===== config.mk =====
export PLATFORM = sky130hd
export DESIGN_NAME = lb_slave_top
export DESIGN_NICKNAME = d
export VERILOG_FILES = /design/src/verilog/lb_slave_pkg.sv /design/src/verilog/lb_slave_top.sv /design/src/verilog/lb_readback.sv /design/src/verilog/led_pwm.sv /design/src/verilog/lb_write_decode.sv /design/src/verilog/event_counter.sv /design/src/verilog/event_sync.sv
export VERILOG_INCLUDE_DIRS = /design/src /design/src/include
export SDC_FILE = /design/constraint.sdc
export NUM_CORES = 1
export LEC_CHECK = 0
export BUFFER_PORTS_ARGS = -buffer_cell sky130_fd_sc_hd__buf_2
export CAP_MARGIN = 25
export CORE_ASPECT_RATIO = 0.9
export CORE_UTILIZATION = 45
export CTS_BUF_LIST = sky130_fd_sc_hd__clkbuf_4
export CTS_CLUSTER_DIAMETER = 120
export DETAILED_ROUTE_END_ITERATION = 7
export PLACE_DENSITY = 0.66
export SLEW_MARGIN = 25
export SYNTH_ARGS = -nofsm -noshare
export SYNTH_HDL_FRONTEND = slang
export SYNTH_SLANG_ARGS = --single-unit

===== constraint.sdc =====
create_clock -name clk -period 2.4 [get_ports clk]
set_clock_uncertainty 0.1 [all_clocks]
set_input_delay 0.12 -clock clk [delete_from_list [all_inputs] [get_ports clk]]
set_output_delay 0.12 -clock clk [all_outputs]
set_load 0.05 [all_outputs]

===== src/include/lb_slave_defs.svh =====
// Address map, bus widths and channel counts for the local-bus slave, included by package and RTL
`ifndef LB_SLAVE_DEFS_SVH
`define LB_SLAVE_DEFS_SVH

// Bus widths
`define LB_ADDR_W 24
`define LB_DATA_W 32

// Page select field inside the bus address
`define LB_PAGE_HI 23
`define LB_PAGE_LO 16

// Event channels and their counter width
`define LB_N_EVENTS 4
`define LB_EVT_CNT_W 16

// PWM counter width, 10 bits gives a 1024-cycle period
`define LB_PWM_CW 10

// Mirror memory, 32 words
`define LB_MIRROR_AW 5

// Identification words on page 0
`define LB_ID_0 "LBSL"
`define LB_ID_1 "v1.0"

// Returned for anything not decoded
`define LB_UNMAPPED 32'hdeadbeef

`endif

===== src/verilog/lb_slave_pkg.sv =====
// Shared bus, control and mirror types plus address enums for the local-bus slave
`include "lb_slave_defs.svh"

package lb_slave_pkg;

	// One bus cycle as seen by the slave
	typedef struct packed {
		logic [`LB_ADDR_W-1:0] addr;
		logic                  strobe;
		logic                  rd;
		logic [`LB_DATA_W-1:0] wdata;
	} lb_req_t;

	// Host-written settings, also the REG_CTRL readback layout
	typedef struct packed {
		logic       led_user;
		logic [7:0] duty_1;
		logic [7:0] duty_2;
	} ctrl_regs_t;

	// Single mirror write
	typedef struct packed {
		logic                     en;
		logic [`LB_MIRROR_AW-1:0] addr;
		logic [`LB_DATA_W-1:0]    data;
	} mirror_wr_t;

	// Pages on addr[23:16]
	typedef enum logic [`LB_PAGE_HI-`LB_PAGE_LO:0] {
		PAGE_REGS   = 8'h00,
		PAGE_EVENTS = 8'h01,
		PAGE_CTRL   = 8'h05
	} lb_page_e;

	// Page 0 read offsets
	typedef enum logic [3:0] {
		REG_ID0    = 4'd0,
		REG_ID1    = 4'd1,
		REG_UPTIME = 4'd2,
		REG_CTRL   = 4'd3
	} lb_reg_e;

	// Page 5 write offsets with side effects
	typedef enum logic [3:0] {
		WR_LED_USER  = 4'd1,
		WR_DUTY_1    = 4'd2,
		WR_DUTY_2    = 4'd3,
		WR_CNT_CLEAR = 4'd4
	} lb_wr_e;

endpackage


===== src/verilog/lb_slave_top.sv =====
// Local-bus slave top level: write decode, event counters, LED PWM and read pipeline
`timescale 1ns/1ps
`include "lb_slave_defs.svh"

module lb_slave_top (
	input  logic                    clk,
	input  logic                    arst_n,
	input  logic [`LB_ADDR_W-1:0]   addr,
	input  logic                    strobe,
	input  logic                    rd,
	input  logic [`LB_DATA_W-1:0]   wdata,
	input  logic [`LB_N_EVENTS-1:0] events,
	output logic [`LB_DATA_W-1:0]   data_in,
	output logic                    led_user,
	output logic                    led1,
	output logic                    led2
);

	import lb_slave_pkg::*;

	lb_req_t    req;
	ctrl_regs_t ctrl;
	mirror_wr_t mirror_wr;
	logic       cnt_clear;
	logic [31:0] uptime;
	logic [`LB_N_EVENTS-1:0] evt_strb;
	logic [`LB_N_EVENTS-1:0][`LB_EVT_CNT_W-1:0] counts;

	// Bundle the bus pins
	assign req = '{addr: addr, strobe: strobe, rd: rd, wdata: wdata};

	assign led_user = ctrl.led_user;

	lb_write_decode u_write_decode (
		.clk       (clk),
		.arst_n    (arst_n),
		.req       (req),
		.ctrl      (ctrl),
		.mirror_wr (mirror_wr),
		.cnt_clear (cnt_clear)
	);

	event_sync #(.N(`LB_N_EVENTS)) u_event_sync (
		.clk    (clk),
		.arst_n (arst_n),
		.events (events),
		.strb   (evt_strb)
	);

	// One counter per channel, all share the clear
	for (genvar i = 0; i < `LB_N_EVENTS; i++) begin : g_evt
		event_counter #(.CNT_W(`LB_EVT_CNT_W)) u_counter (
			.clk    (clk),
			.arst_n (arst_n),
			.strb   (evt_strb[i]),
			.clear  (cnt_clear),
			.count  (counts[i])
		);
	end

	led_pwm #(.CW(`LB_PWM_CW)) u_led_pwm (
		.clk    (clk),
		.arst_n (arst_n),
		.ctrl   (ctrl),
		.led1   (led1),
		.led2   (led2),
		.uptime (uptime)
	);

	lb_readback u_readback (
		.clk       (clk),
		.arst_n    (arst_n),
		.req       (req),
		.ctrl      (ctrl),
		.mirror_wr (mirror_wr),
		.uptime    (uptime),
		.counts    (counts),
		.data_in   (data_in)
	);

endmodule


===== src/verilog/lb_readback.sv =====
// Mirror RAM and two-stage read pipeline that drives data_in with fixed 2-cycle latency
`timescale 1ns/1ps
`include "lb_slave_defs.svh"

module lb_readback (
	input  logic                                           clk,
	input  logic                                           arst_n,
	input  lb_slave_pkg::lb_req_t                          req,
	input  lb_slave_pkg::ctrl_regs_t                       ctrl,
	input  lb_slave_pkg::mirror_wr_t                       mirror_wr,
	input  logic [31:0]                                    uptime,
	input  logic [`LB_N_EVENTS-1:0][`LB_EVT_CNT_W-1:0]     counts,
	output logic [`LB_DATA_W-1:0]                          data_in
);

	import lb_slave_pkg::*;

	localparam int EVT_SEL_W = $clog2(`LB_N_EVENTS);
	localparam int MIRROR_WORDS = 2 ** `LB_MIRROR_AW;

	// Mirror storage, contents undefined until written
	logic [`LB_DATA_W-1:0] mirror_mem [MIRROR_WORDS];

	logic                  do_rd;
	logic                  do_rd_r;
	logic [`LB_ADDR_W-1:0] addr_r;
	logic [`LB_DATA_W-1:0] reg_word;
	logic [`LB_DATA_W-1:0] mirror_q;
	logic [`LB_DATA_W-1:0] evt_word;
	lb_reg_e               rd_ofs;
	lb_page_e              page_r;

	assign do_rd  = req.strobe & req.rd;
	assign rd_ofs = lb_reg_e'(req.addr[3:0]);
	assign page_r = lb_page_e'(addr_r[`LB_PAGE_HI:`LB_PAGE_LO]);

	// Write port, fed by the decoder
	always_ff @(posedge clk) begin
		if (mirror_wr.en) begin
			mirror_mem[mirror_wr.addr] <= mirror_wr.data;
		end
	end

	// Stage one valid flag
	always_ff @(posedge clk or negedge arst_n) begin
		if (!arst_n) begin
			do_rd_r <= 1'b0;
		end else begin
			do_rd_r <= do_rd;
		end
	end

	// Stage one: page 0 word, mirror read port, address
	always_ff @(posedge clk) begin
		if (do_rd) begin
			addr_r   <= req.addr;
			mirror_q <= mirror_mem[req.addr[`LB_MIRROR_AW-1:0]];
			case (rd_ofs)
				REG_ID0:    reg_word <= `LB_ID_0;
				REG_ID1:    reg_word <= `LB_ID_1;
				REG_UPTIME: reg_word <= uptime;
				REG_CTRL:   reg_word <= `LB_DATA_W'(ctrl);
				default:    reg_word <= `LB_UNMAPPED;
			endcase
		end
	end

	// Counter pick from the latched address
	// Offsets past the last channel read as unmapped
	always_comb begin
		if (addr_r[3:0] < `LB_N_EVENTS) begin
			evt_word = `LB_DATA_W'(counts[addr_r[EVT_SEL_W-1:0]]);
		end else begin
			evt_word = `LB_UNMAPPED;
		end
	end

	// Stage two: page select, holds until the next read
	always_ff @(posedge clk or negedge arst_n) begin
		if (!arst_n) begin
			data_in <= '0;
		end else if (do_rd_r) begin
			case (page_r)
				PAGE_REGS:   data_in <= reg_word;
				PAGE_EVENTS: data_in <= evt_word;
				PAGE_CTRL:   data_in <= mirror_q;
				default:     data_in <= `LB_UNMAPPED;
			endcase
		end
	end

endmodule


===== src/verilog/led_pwm.sv =====
// Free-running PWM for two LEDs with duty from the control registers, plus an uptime count
`timescale 1ns/1ps
`include "lb_slave_defs.svh"

module led_pwm #(
	parameter int CW = `LB_PWM_CW
) (
	input  logic                     clk,
	input  logic                     arst_n,
	input  lb_slave_pkg::ctrl_regs_t ctrl,
	output logic                     led1,
	output logic                     led2,
	output logic [31:0]              uptime
);

	logic [CW-1:0] pwm_cc;
	logic          pwm_wrap;
	// Duty factors scaled by 4
	logic [CW-1:0] thr_1;
	logic [CW-1:0] thr_2;

	assign thr_1 = CW'({ctrl.duty_1, 2'b00});
	assign thr_2 = CW'({ctrl.duty_2, 2'b00});

	// Counter carry lands in pwm_wrap, one cycle wide per period
	always_ff @(posedge clk or negedge arst_n) begin
		if (!arst_n) begin
			pwm_cc   <= '0;
			pwm_wrap <= 1'b0;
		end else begin
			{pwm_wrap, pwm_cc} <= pwm_cc + 1'b1;
		end
	end

	// Compare registered, LEDs trail the counter by one cycle
	always_ff @(posedge clk or negedge arst_n) begin
		if (!arst_n) begin
			led1 <= 1'b0;
			led2 <= 1'b0;
		end else begin
			led1 <= pwm_cc < thr_1;
			led2 <= pwm_cc < thr_2;
		end
	end

	// Uptime in PWM periods
	always_ff @(posedge clk or negedge arst_n) begin
		if (!arst_n) begin
			uptime <= '0;
		end else if (pwm_wrap) begin
			uptime <= uptime + 1'b1;
		end
	end

endmodule


===== src/verilog/lb_write_decode.sv =====
// Turns page 5 bus writes into control registers, the counter clear pulse and mirror writes
`timescale 1ns/1ps
`include "lb_slave_defs.svh"

module lb_write_decode (
	input  logic                     clk,
	input  logic                     arst_n,
	input  lb_slave_pkg::lb_req_t    req,
	output lb_slave_pkg::ctrl_regs_t ctrl,
	output lb_slave_pkg::mirror_wr_t mirror_wr,
	output logic                     cnt_clear
);

	import lb_slave_pkg::*;

	logic   wr_cycle;
	logic   wr_page;
	lb_wr_e wr_ofs;

	// Write is strobe with rd low
	assign wr_cycle = req.strobe & ~req.rd;
	assign wr_page  = wr_cycle & (req.addr[`LB_PAGE_HI:`LB_PAGE_LO] == PAGE_CTRL);

	// Only the low nibble selects a register
	assign wr_ofs = lb_wr_e'(req.addr[3:0]);

	// Control registers update on the edge that sees the strobe
	always_ff @(posedge clk or negedge arst_n) begin
		if (!arst_n) begin
			ctrl <= '0;
		end else if (wr_page) begin
			case (wr_ofs)
				WR_LED_USER: ctrl.led_user <= req.wdata[0];
				WR_DUTY_1:   ctrl.duty_1   <= req.wdata[7:0];
				WR_DUTY_2:   ctrl.duty_2   <= req.wdata[7:0];
				// Clear is handled as a pulse below
				default: ;
			endcase
		end
	end

	// Registered clear, high for the cycle after the write
	always_ff @(posedge clk or negedge arst_n) begin
		if (!arst_n) begin
			cnt_clear <= 1'b0;
		end else begin
			cnt_clear <= wr_page & (wr_ofs == WR_CNT_CLEAR);
		end
	end

	// Every write on the page lands in the mirror
	// including offsets 1 to 4, so software reads back what it wrote
	always_comb begin
		mirror_wr.en   = wr_page;
		mirror_wr.addr = req.addr[`LB_MIRROR_AW-1:0];
		mirror_wr.data = req.wdata;
	end

endmodule


===== src/verilog/event_counter.sv =====
// Wrapping event counter with synchronous clear, one instance per event channel
`timescale 1ns/1ps
`include "lb_slave_defs.svh"

module event_counter #(
	parameter int CNT_W = `LB_EVT_CNT_W
) (
	input  logic             clk,
	input  logic             arst_n,
	input  logic             strb,
	input  logic             clear,
	output logic [CNT_W-1:0] count
);

	always_ff @(posedge clk or negedge arst_n) begin
		if (!arst_n) begin
			count <= '0;
		end else if (clear) begin
			// Clear wins over a coincident strobe
			count <= '0;
		end else if (strb) begin
			// Wraps to zero past full scale
			count <= count + 1'b1;
		end
	end

endmodule


===== src/verilog/event_sync.sv =====
// Brings asynchronous event lines into clk and emits a one-cycle strobe per rising edge
`timescale 1ns/1ps
`include "lb_slave_defs.svh"

module event_sync #(
	parameter int N = `LB_N_EVENTS
) (
	input  logic         clk,
	input  logic         arst_n,
	input  logic [N-1:0] events,
	output logic [N-1:0] strb
);

	// Two-flop synchronizer stages
	logic [N-1:0] sync_1;
	logic [N-1:0] sync_2;
	// Previous synchronized level for edge detect
	logic [N-1:0] dly;

	always_ff @(posedge clk or negedge arst_n) begin
		if (!arst_n) begin
			sync_1 <= '0;
			sync_2 <= '0;
			dly    <= '0;
		end else begin
			sync_1 <= events;
			sync_2 <= sync_1;
			dly    <= sync_2;
		end
	end

	// Edge register, strobe lasts exactly one cycle
	always_ff @(posedge clk or negedge arst_n) begin
		if (!arst_n) begin
			strb <= '0;
		end else begin
			strb <= sync_2 & ~dly;
		end
	end

	// Net latency: sync_1, sync_2, then strb
	// so the counter moves on the third edge after capture

endmodule


* Word level (Yosys, flattened, before mapping) *
Memories as Yosys holds them, arrays and structs flattened. A register that Yosys moved wholly into a read port is not among the register bits.
Cells that the tools add are included.

operators by class
  add/sub/neg operators = 6
  order comparisons = 4
  equal/unequal tests = 7
  bitwise operators = 7
  reduce and logical (&&, ||, !) cells = 9
  multiplexer cells = 15

operators by type and width
  operator               number
  $mux 16                9
  $pmux 32 s4            1
  $pmux 32 s3            1
  $add 16x1->16 const B  4
  $add 32x1->32 const B  1
  $bmux 16 s2            1
  $mux 32                1
  $lt 10x10->1           2
  $eq 8x3->1 const B     2
  $add 10x1->11 const B  1
  $eq 4x2->1 const B     2
  $eq 8x1->1 const B     1
  $logic_not 8->1        1
  $reduce_bool 2->1      4
  $reduce_and 2->1       3
  $and 1x1->1            4
  $and 4x4->4            1
  $eq 4x1->1 const B     1
  $eq 4x3->1 const B     1
  $logic_not 4->1        1
  $lt 4x3->1 const B     1
  $not 4->4              1
  $lt 2x3->1 const B     1
  $mux 1                 2
  $not 1->1              1

storage, ports and cells
  output and inout port bits = 35
  bits in writable memories = 1024
  register bits = 232
  memories kept = 1
  logic and storage cells = 70

memories
  name                   words  bits a word  read ports  clocked after memory_dff  write ports  RTL line           text
  u_readback.mirror_mem  32     32           1           1                         1            lb_readback.sv:22  logic [`LB_DATA_W-1:0] mirror_mem [MIRROR_WORDS];

* Depth between registers and ports, before layout *
Gate-level depths: netlist of the first run.

  depth in word-level cells = 5
  mapped depth = 9
  depth with buffers taken out = 6

* Modules after synthesis *
A second synthesis of the first run with hierarchy kept.

second synthesis, totals
  cell total of the unflattened synthesis = 2691
  area, all modules = 50803.7 sq um

modules (own cells, without submodules)
  module           area each (sq um)  times used  cells an instance
  lb_readback      43584.3            1           2063
  event_counter    872.1              4           82
  led_pwm          2218.4             1           194
  lb_write_decode  1057.3             1           86
  event_sync       455.4              1           20

* Least setup slack after synthesis of the first run *
OpenSTA, ideal clock, no wires.

  path type = input-to-reg
  from = input port addr[0]
  to = memory u_readback.mirror_mem[0][0] (netlist bit) (enable)
  arrival = 4.138 ns
  buffers on the path = 6
  stages on the path = 7
  slack = -2.339 ns
  cells stage by stage = buf_6 buf_8 buf_8 buf_12 buf_4 buf_6 nor4_1

RTL lines
  element      RTL line           text
  from (decl)  lb_slave_top.sv:8  input logic [`LB_ADDR_W-1:0] addr,
  to (decl)    lb_readback.sv:22

Straight into the memory's write port.

* Worst setup path after layout of the first run *
  from = input port addr[21]
  to = memory u_readback.mirror_mem[19][7] (netlist bit) (enable)

on the way
  longest elaborated chain between the ends = 4

RTL lines
  element                       RTL line               text
  $eq 8x3->1                    lb_write_decode.sv:22  assign wr_page = wr_cycle & (req.addr[`LB_PAGE_HI:`LB_PAGE_LO] == PAGE_CTRL);
  $and 1x1->1                   lb_write_decode.sv:22
  $mux 1                        lb_readback.sv:39      if (mirror_wr.en) begin
  $mux 1 (implied by the code)  lb_readback.sv:40      mirror_mem[mirror_wr.addr] <= mirror_wr.data;

Every way passes these cells.

==> results of run 1 <==
[tightest hold or removal path: cells and delay by family]
family / cells / cell delay, ps
buffers and inverters: 3 / 980
[power by group through the flow]
stage / clock network, W / registers [W] / logic (W)
floorplan: 0 / 0.0251 / 0.00147
global placement: 0 / 0.0252 / 0.00252
detailed placement: 0 / 0.0252 / 0.00261
CTS: 0.0181 / 0.0248 / 0.00290
global route: 0.0191 / 0.0248 / 0.00310
finish: 0.0177 / 0.0248 / 0.00288
[registers in the layout (all words and copies together), names as in the netlist, 4 cells and up]
register / count
g_evt.u_counter.count: 64
u_event_sync.dly: 4
u_event_sync.strb: 4
u_event_sync.sync_1: 4
u_event_sync.sync_2: 4
u_led_pwm.pwm_cc: 10
u_led_pwm.uptime: 32
u_readback.addr_r: 12
u_readback.data_in: 32
u_readback.mirror_mem: 1024
u_readback.mirror_q: 32
u_readback.reg_word: 32
u_write_decode.ctrl: 17
[cells in the mapped netlist (3+ instances only)]
| cell | instances | area, µm² |
|---|---|---|
| nand2b_1 | 7 | 43.8 |
| dfrtp_1 | 176 | 4400 |
| nor2b_1 | 25 | 156 |
| or3_1 | 7 | 43.8 |
| and2_1 | 11 | 68.8 |
| o22ai_1 | 31 | 194 |
| and4_1 | 12 | 105 |
| or2_2 | 3 | 18.8 |
| buf_4 | 16 | 120 |
| a41oi_1 | 13 | 114 |
| a22oi_1 | 75 | 563 |
| o21ai_0 | 72 | 360 |
| o22a_1 | 21 | 184 |
| xor2_1 | 50 | 438 |
| a21oi_1 | 66 | 330 |
| edfxtp_1 | 1100 | 33000 |
| o221ai_1 | 11 | 96.3 |
| nand3_1 | 81 | 405 |
| mux4_2 | 200 | 4500 |
| nor4_1 | 4 | 25.0 |
| ha_1 | 20 | 250 |
| clkbuf_1 | 58 | 218 |
| xnor2_1 | 42 | 368 |
| nor2_2 | 4 | 25.0 |
| nand4_1 | 45 | 282 |
| mux2i_1 | 153 | 1530 |
| inv_1 | 28 | 105 |
| buf_1 | 4 | 15.0 |
| buf_8 | 3 | 45.0 |
| buf_6 | 25 | 282 |
| a22o_1 | 5 | 43.8 |
| buf_2 | 37 | 185 |
| nor2_1 | 120 | 450 |
| a21o_1 | 7 | 52.6 |
| nand2_1 | 99 | 372 |
| mux2_2 | 18 | 203 |
| and3_1 | 37 | 231 |
| nor3_1 | 30 | 150 |
[per-layer routing]
| metal | vias up | track usage, % | wire length, µm |
|---|---|---|---|
| li1 | 12400 | - | - |
| met1 | 14600 | 30.0 | 51500 |
| met2 | 1188 | 33.2 | 57300 |
| met3 | 197 | 6.02 | 11000 |
| met4 | 2 | 7.78 | 2660 |
| met5 | - | 0 | 19 |
[cell families after synthesis]
group | Yosys count | share of synthesized area, %
buf+inv | 172 | 1.97
compound gates | 312 | 4.03
xor+xnor | 92 | 1.60
mux | 371 | 12.4
flops | 1276 | 74.3
simple gates | 502 | 5.17
fa+ha+maj | 20 | 0.497
[per-stage QoR]
step           instances  TNS, ps  power, W  utilization, %  worst slack [ps]
3_3_place_gp        4373        0    0.0277            49.2              45.6
2_1_floorplan       2745  -163090    0.0266               -              -480
4_1_cts             5049        0    0.0458            54.2               116
3_5_place_dp        4373        0    0.0279            49.2              37.8
6_report            5056        0    0.0453            54.2              63.8
5_1_grt             5053        0    0.0470            54.2              49.8
[path summary, 6_finish.rpt]
kind | from | endpoint | slack, ps
worst max register to register | u_readback.addr_r[20]$_DFFE_PP_ | u_readback.data_in[31]$_DFFE_PN0P_ | 270
worst max-delay path | addr[21] | u_readback.mirror_mem[19][7]$_DFFE_PP_ | 60
min in group asynchronous | arst_n | u_readback.data_in[6]$_DFFE_PN0P_ | 460
max in group asynchronous | arst_n | g_evt[3].u_counter.count[4]$_DFFE_PN0P_ | 980
worst min register to register | u_event_sync.sync_1[3]$_DFF_PN0_ | u_event_sync.sync_2[3]$_DFF_PN0_ | 250
worst min-delay path | wdata[10] | u_readback.mirror_mem[19][10]$_DFFE_PP_ | 40
[cell usage in the layout, fill, tap and decap left out, types with 50 or more instances in the layout]
| cell | count |
|---|---|
| a21oi_1 | 66 |
| clkbuf_4 | 478 |
| dlygate4sd3_1 | 102 |
| buf_12 | 108 |
| xor2_1 | 50 |
| buf_2 | 90 |
| mux4_2 | 200 |
| nor2_1 | 91 |
| buf_4 | 129 |
| mux2i_1 | 153 |
| dfrtp_1 | 175 |
| o21ai_0 | 72 |
| nand2_1 | 98 |
| a22oi_1 | 75 |
| nand3_1 | 80 |
| edfxtp_1 | 1100 |
[layout make-up]
class                           count  area, µm²
Fill cell                        8687      50800
Sequential cell                  1276      37400
Multi-Input combinational cell   1297      12200
Timing Repair Buffer              433       4670
Clock buffer                      478       3590
Tap cell                         1475       1850
Clock inverter                     62        323
Inverter                           28        105
Antenna cell                        7       17.5
==> results.sh, run 1 <==
export IMPL_ys_seq_area_share_pct=74.3
export IMPL_antenna_found_initial=5
export IMPL_synth_seq_cells=1276
export IMPL_synth_cell_type_count=59
export IMPL_fin_hold_ws_ps=40.8
export IMPL_crit_chain="dlygate4sd3_1 -> buf_2 -> dlygate4sd3_1 -> nor4_1 -> and4b_1 -> buf_12 -> nand3_4 -> nor3_4 -> buf_12"
export IMPL_wire_per_inst_um=24.2
export IMPL_async_flop_share_pct=13.8
export IMPL_drt_total_wl_um=122000
export IMPL_ir_drop_uv=568
export IMPL_p_seq_share_pct=54.6
export IMPL_clkPwrFrac_pct=39.0
export IMPL_stdcell_area_um2=60200
export IMPL_slew_headroom_pct=31.4
export IMPL_ff2ff_path_depth=5
export IMPL_grt_pass1_wl_um=182000
export IMPL_clockBufferDepth=4
export IMPL_dieArea_um2=113000
export IMPL_worstMarginPinSlew_ps=1030
export IMPL_p_leak_nw=21.2
export IMPL_max_stage_delay_ps=570
export IMPL_start_util_pct=45.3
export IMPL_cts_tree="built"
export IMPL_area_growth_pct=19.6
export IMPL_grt_ovfl_total=0
export IMPL_worst_path_stages=9
export IMPL_synth_edff_count=1100
export IMPL_avgViaCountPerCell=5.61
export IMPL_grt_max_degree=65
export IMPL_root_buffer="clkbuf_4"
export IMPL_p_int_w=0.0350
export IMPL_drt_iter0_drc=2796
export IMPL_end_kind="register"
export IMPL_gp_congestion=0.870
export IMPL_crit_slowest_cell="dlygate4sd3_1"
export IMPL_ios=99
export IMPL_power_density_nw_per_um2=753
export IMPL_min_path_type="input port to register"
export IMPL_core_um2=111000
export IMPL_holdPathStages=3
export IMPL_ant_nets=0
export IMPL_dpl_hpwl_um=75100
export IMPL_placed_cell_area_um2=54700
export IMPL_fin_crit_ps=2340
export IMPL_drc_errors=0
export IMPL_rows=116
export IMPL_cts_setup_buffers=0
export IMPL_p_switching_w=0.0103
export IMPL_drive_above_1_share_pct=30.8
export IMPL_clock_latency_ps=1200
export IMPL_grt_pass1_vias=29300
export IMPL_drt_pass1_iterations=5
export IMPL_htreeDepth=5
export IMPL_drv_cap=0
export IMPL_vias=28400
export IMPL_yosysWarningCount=0
export IMPL_cts_resized=0
export IMPL_clock_sinks=1276
export IMPL_netlist_area_um2=50400
export IMPL_numCtsBuffers=327
export IMPL_cp_required_ps=3140
export IMPL_rsz0062_at_grt="false"
export IMPL_timing_critical_path_buf_inv=5
export IMPL_die_width_um=355
export IMPL_crit_type="input port to register"
export IMPL_cts_clk_slew_worst_paths_ps=70
export IMPL_period_share_pct=97.3
export IMPL_nNetsFinal=3447
export IMPL_die_h_um=319
export IMPL_grt_use_total_pct=21.8
export IMPL_worstPathArrival_ps=3080
export IMPL_hold_viol=0
export IMPL_slew_viol_final=0
export IMPL_portBuffers=87
export IMPL_postCtsHoldBufs=136
export IMPL_cpLargestDelayFamily="buffers and inverters"
export IMPL_postSynthCellCount=2745
export IMPL_status="completed"
export IMPL_max_freq_ghz=0.428
export IMPL_p_sw_share_pct=22.8
export IMPL_finalSetupViolCount=0
export IMPL_path_max_fanout=18
export IMPL_ys_flop_type="edfxtp_1"
export IMPL_syn_avg_cell_area_um2=18.3
export IMPL_p_comb_share_pct=6.4
export IMPL_synth_net_count=2829
export IMPL_critPathLaunchType="input port"
Note: power is estimated with default switching activity, not from simulation.
==> run 2, diff against run 1 <==
--- a/config.mk
+++ b/config.mk
@@ -9,6 +9,7 @@
 export BUFFER_PORTS_ARGS = -buffer_cell sky130_fd_sc_hd__buf_2
 export CAP_MARGIN = 25
 export CORE_ASPECT_RATIO = 0.9
+export CORE_MARGIN = 5
 export CORE_UTILIZATION = 45
 export CTS_BUF_LIST = sky130_fd_sc_hd__clkbuf_4
 export CTS_CLUSTER_DIAMETER = 120
==> run 2 against run 1 <==
  * Count of clock-buffer cells in the layout fell by 33
  * Power fell by 2.0%
  * Sequential share of layout area rose by 0.60 points
  * Combinational power fell by 3%
  * First-iteration DRC count fell by 0.54%
  * Final cell count fell by 1.0%
  * The run now ends with setup timing left
  * Hold slack improved by 11 ps
==> results.sh, run 2 (synthesis gave the netlist of run 1 again) <==
export IMPL_max_freq_ghz=0.413
export IMPL_worstReg2RegStart="u_readback.mirror_mem[22][23]$_DFFE_PP_"
export IMPL_area_growth_pct=18.4
export IMPL_ir_drop_uv=553
export IMPL_die_width_um=363
export IMPL_core_um2=111000
export IMPL_end_kind="register"
export IMPL_final_cell_mix="1100 x edfxtp_1, 445 x clkbuf_4, 200 x mux4_2"
export IMPL_nNetsFinal=3426
export IMPL_crit_type="input port to register"
export IMPL_highest_layer="met5"
export IMPL_cp_required_ps=3160
export IMPL_power_w=0.0444
export IMPL_grt_pass1_wl_um=183000
export IMPL_critPathLaunchType="input port"
export IMPL_min_path_type="input port to register"
export IMPL_clock_latency_ps=1160
export IMPL_crit_slowest_cell="dlygate4sd3_1"
export IMPL_ios=99
export IMPL_fin_hold_ws_ps=52.0
export IMPL_htreeDepth=5
export IMPL_gp_congestion=0.850
export IMPL_reg_top3="u_readback.mirror_mem x1024, g_evt.u_counter.count x64"
export IMPL_dieArea_um2=119000
export IMPL_numCtsBuffers=325
export IMPL_grt_max_degree=78
export IMPL_status="finished, violations left"
export IMPL_drv_cap=0
export IMPL_drt_pass1_iterations=5
export IMPL_dp_cells=4347
export IMPL_drive_above_1_share_pct=30.0
export IMPL_slew_viol_final=0
export IMPL_power_density_nw_per_um2=745
export IMPL_worstMarginPinSlew_ps=926
export IMPL_finalSetupViolCount=50
export IMPL_ant_nets=0
export IMPL_largest_reg_flops=1024
export IMPL_timing_final_ws_setup_ps=-22.2
export IMPL_violations="setup timing"
export IMPL_cts_tree="built"
export IMPL_rows=116
export IMPL_grt_pass1_vias=29500
export IMPL_max_stage_delay_ps=580
export IMPL_worstPathArrival_ps=3180
export IMPL_crit_chain="dlygate4sd3_1 -> dlygate4sd3_1 -> buf_2 -> dlygate4sd3_1 -> and4b_1 -> buf_12 -> nand3_2 -> buf_12 -> nor2_4 -> buf_6 -> clkbuf_16"
export IMPL_grt_use_total_pct=20.6
export IMPL_wl_met3_um=10800
export IMPL_critPathMostFrequentCell="dlygate4sd3_1"
export IMPL_start_util_pct=45.3
export IMPL_dpl_hpwl_um=74100
export IMPL_grt_ovfl_total=0
export IMPL_slew_headroom_pct=38.3
export IMPL_wire_per_inst_um=24.7
export IMPL_cts_clk_slew_worst_paths_ps=60
export IMPL_p_leak_nw=20.9
export IMPL_avgViaCountPerCell=5.68
export IMPL_final_setup_tns_ps=-514
export IMPL_layout_commonest_cell="edfxtp_1"
export IMPL_antenna_found_initial=7
export IMPL_root_buffer="clkbuf_4"
export IMPL_period_share_pct=101
export IMPL_clock_sinks=1276
export IMPL_drt_met1_wl_um=51900
export IMPL_drc_errors=0
export IMPL_drt_iter0_drc=2781
export IMPL_drt_total_wl_um=123000
export IMPL_fin_crit_ps=2420
export IMPL_path_max_fanout=8
export IMPL_rsz0062_at_grt="false"
export IMPL_die_h_um=327
export IMPL_clockBufferDepth=4
export IMPL_cp_startpoint="addr[18]"
export IMPL_largest_register="u_readback.mirror_mem"
export IMPL_met2_length_um=58000
export IMPL_instances_no_fill=5005
export IMPL_portBuffers=87
export IMPL_fillCellCount=8669
export IMPL_min_from="wdata[24]"
export IMPL_hold_viol=0
export IMPL_vias=28400
## run 2: metrics by stage
step	utilization, %	area (µm²)	setup slack [ps]
detailed placement	48.9	54400	10.1
global route	53.6	59600	2.45
global placement	48.9	54400	55.0
floorplan	-	50500	-480
CTS	53.6	59500	66.8
finish	53.6	59600	-22.2
## run 2: path summary, 6_finish.rpt
check	end	slack, ps	cells after the start
setup / recovery	u_readback.mirror_mem[25][27]$_DFFE_PP_	-20	11
hold / removal	u_readback.mirror_mem[21][24]$_DFFE_PP_	50	3
setup reg to reg	u_readback.mirror_q[23]$_DFFE_PP_	230	6
hold reg to reg	u_event_sync.sync_2[3]$_DFF_PN0_	250	0
max in group asynchronous	g_evt[3].u_counter.count[2]$_DFFE_PN0P_	870	5
min in group asynchronous	g_evt[1].u_counter.count[8]$_DFFE_PN0P_	560	4
## run 2: metal layers
layer | up-vias | global-route usage, %
li1 | 12400 | -
met1 | 14600 | 29.3
met2 | 1290 | 31.9
met3 | 204 | 4.78
met4 | 2 | 6.72
met5 | - | 0
## run 2: power by group
part           total (W)  internal (W)  switching [W]
clock             0.0169       0.00869        0.00816
sequential        0.0248        0.0244       0.000366
combinational    0.00280       0.00119        0.00161
total             0.0444        0.0343         0.0101
## run 2: critical path: cells and delay by family
family                 cells  cell delay [ps]
buffers and inverters      8             2550
and+or+nand+nor            3              490
## run 2: layout make-up
class | instances | area, µm² | share of cell area, %
Inverter | 28 | 105 | 0.176
Multi-Input combinational cell | 1297 | 12200 | 20.5
Timing Repair Buffer | 414 | 4360 | 7.32
Clock buffer | 445 | 3340 | 5.60
Sequential cell | 1276 | 37400 | 62.8
Tap cell | 1475 | 1850 | 3.09
Clock inverter | 67 | 318 | 0.533
Antenna cell | 3 | 7.51 | 0.0126
## run 2: what timing repair did
action,in CTS,in global routing
resized for setup,0,6
buffers inserted,0,7
hold endpoints to repair,2399,0
setup endpoints to repair,0,202
hold buffers,132,0
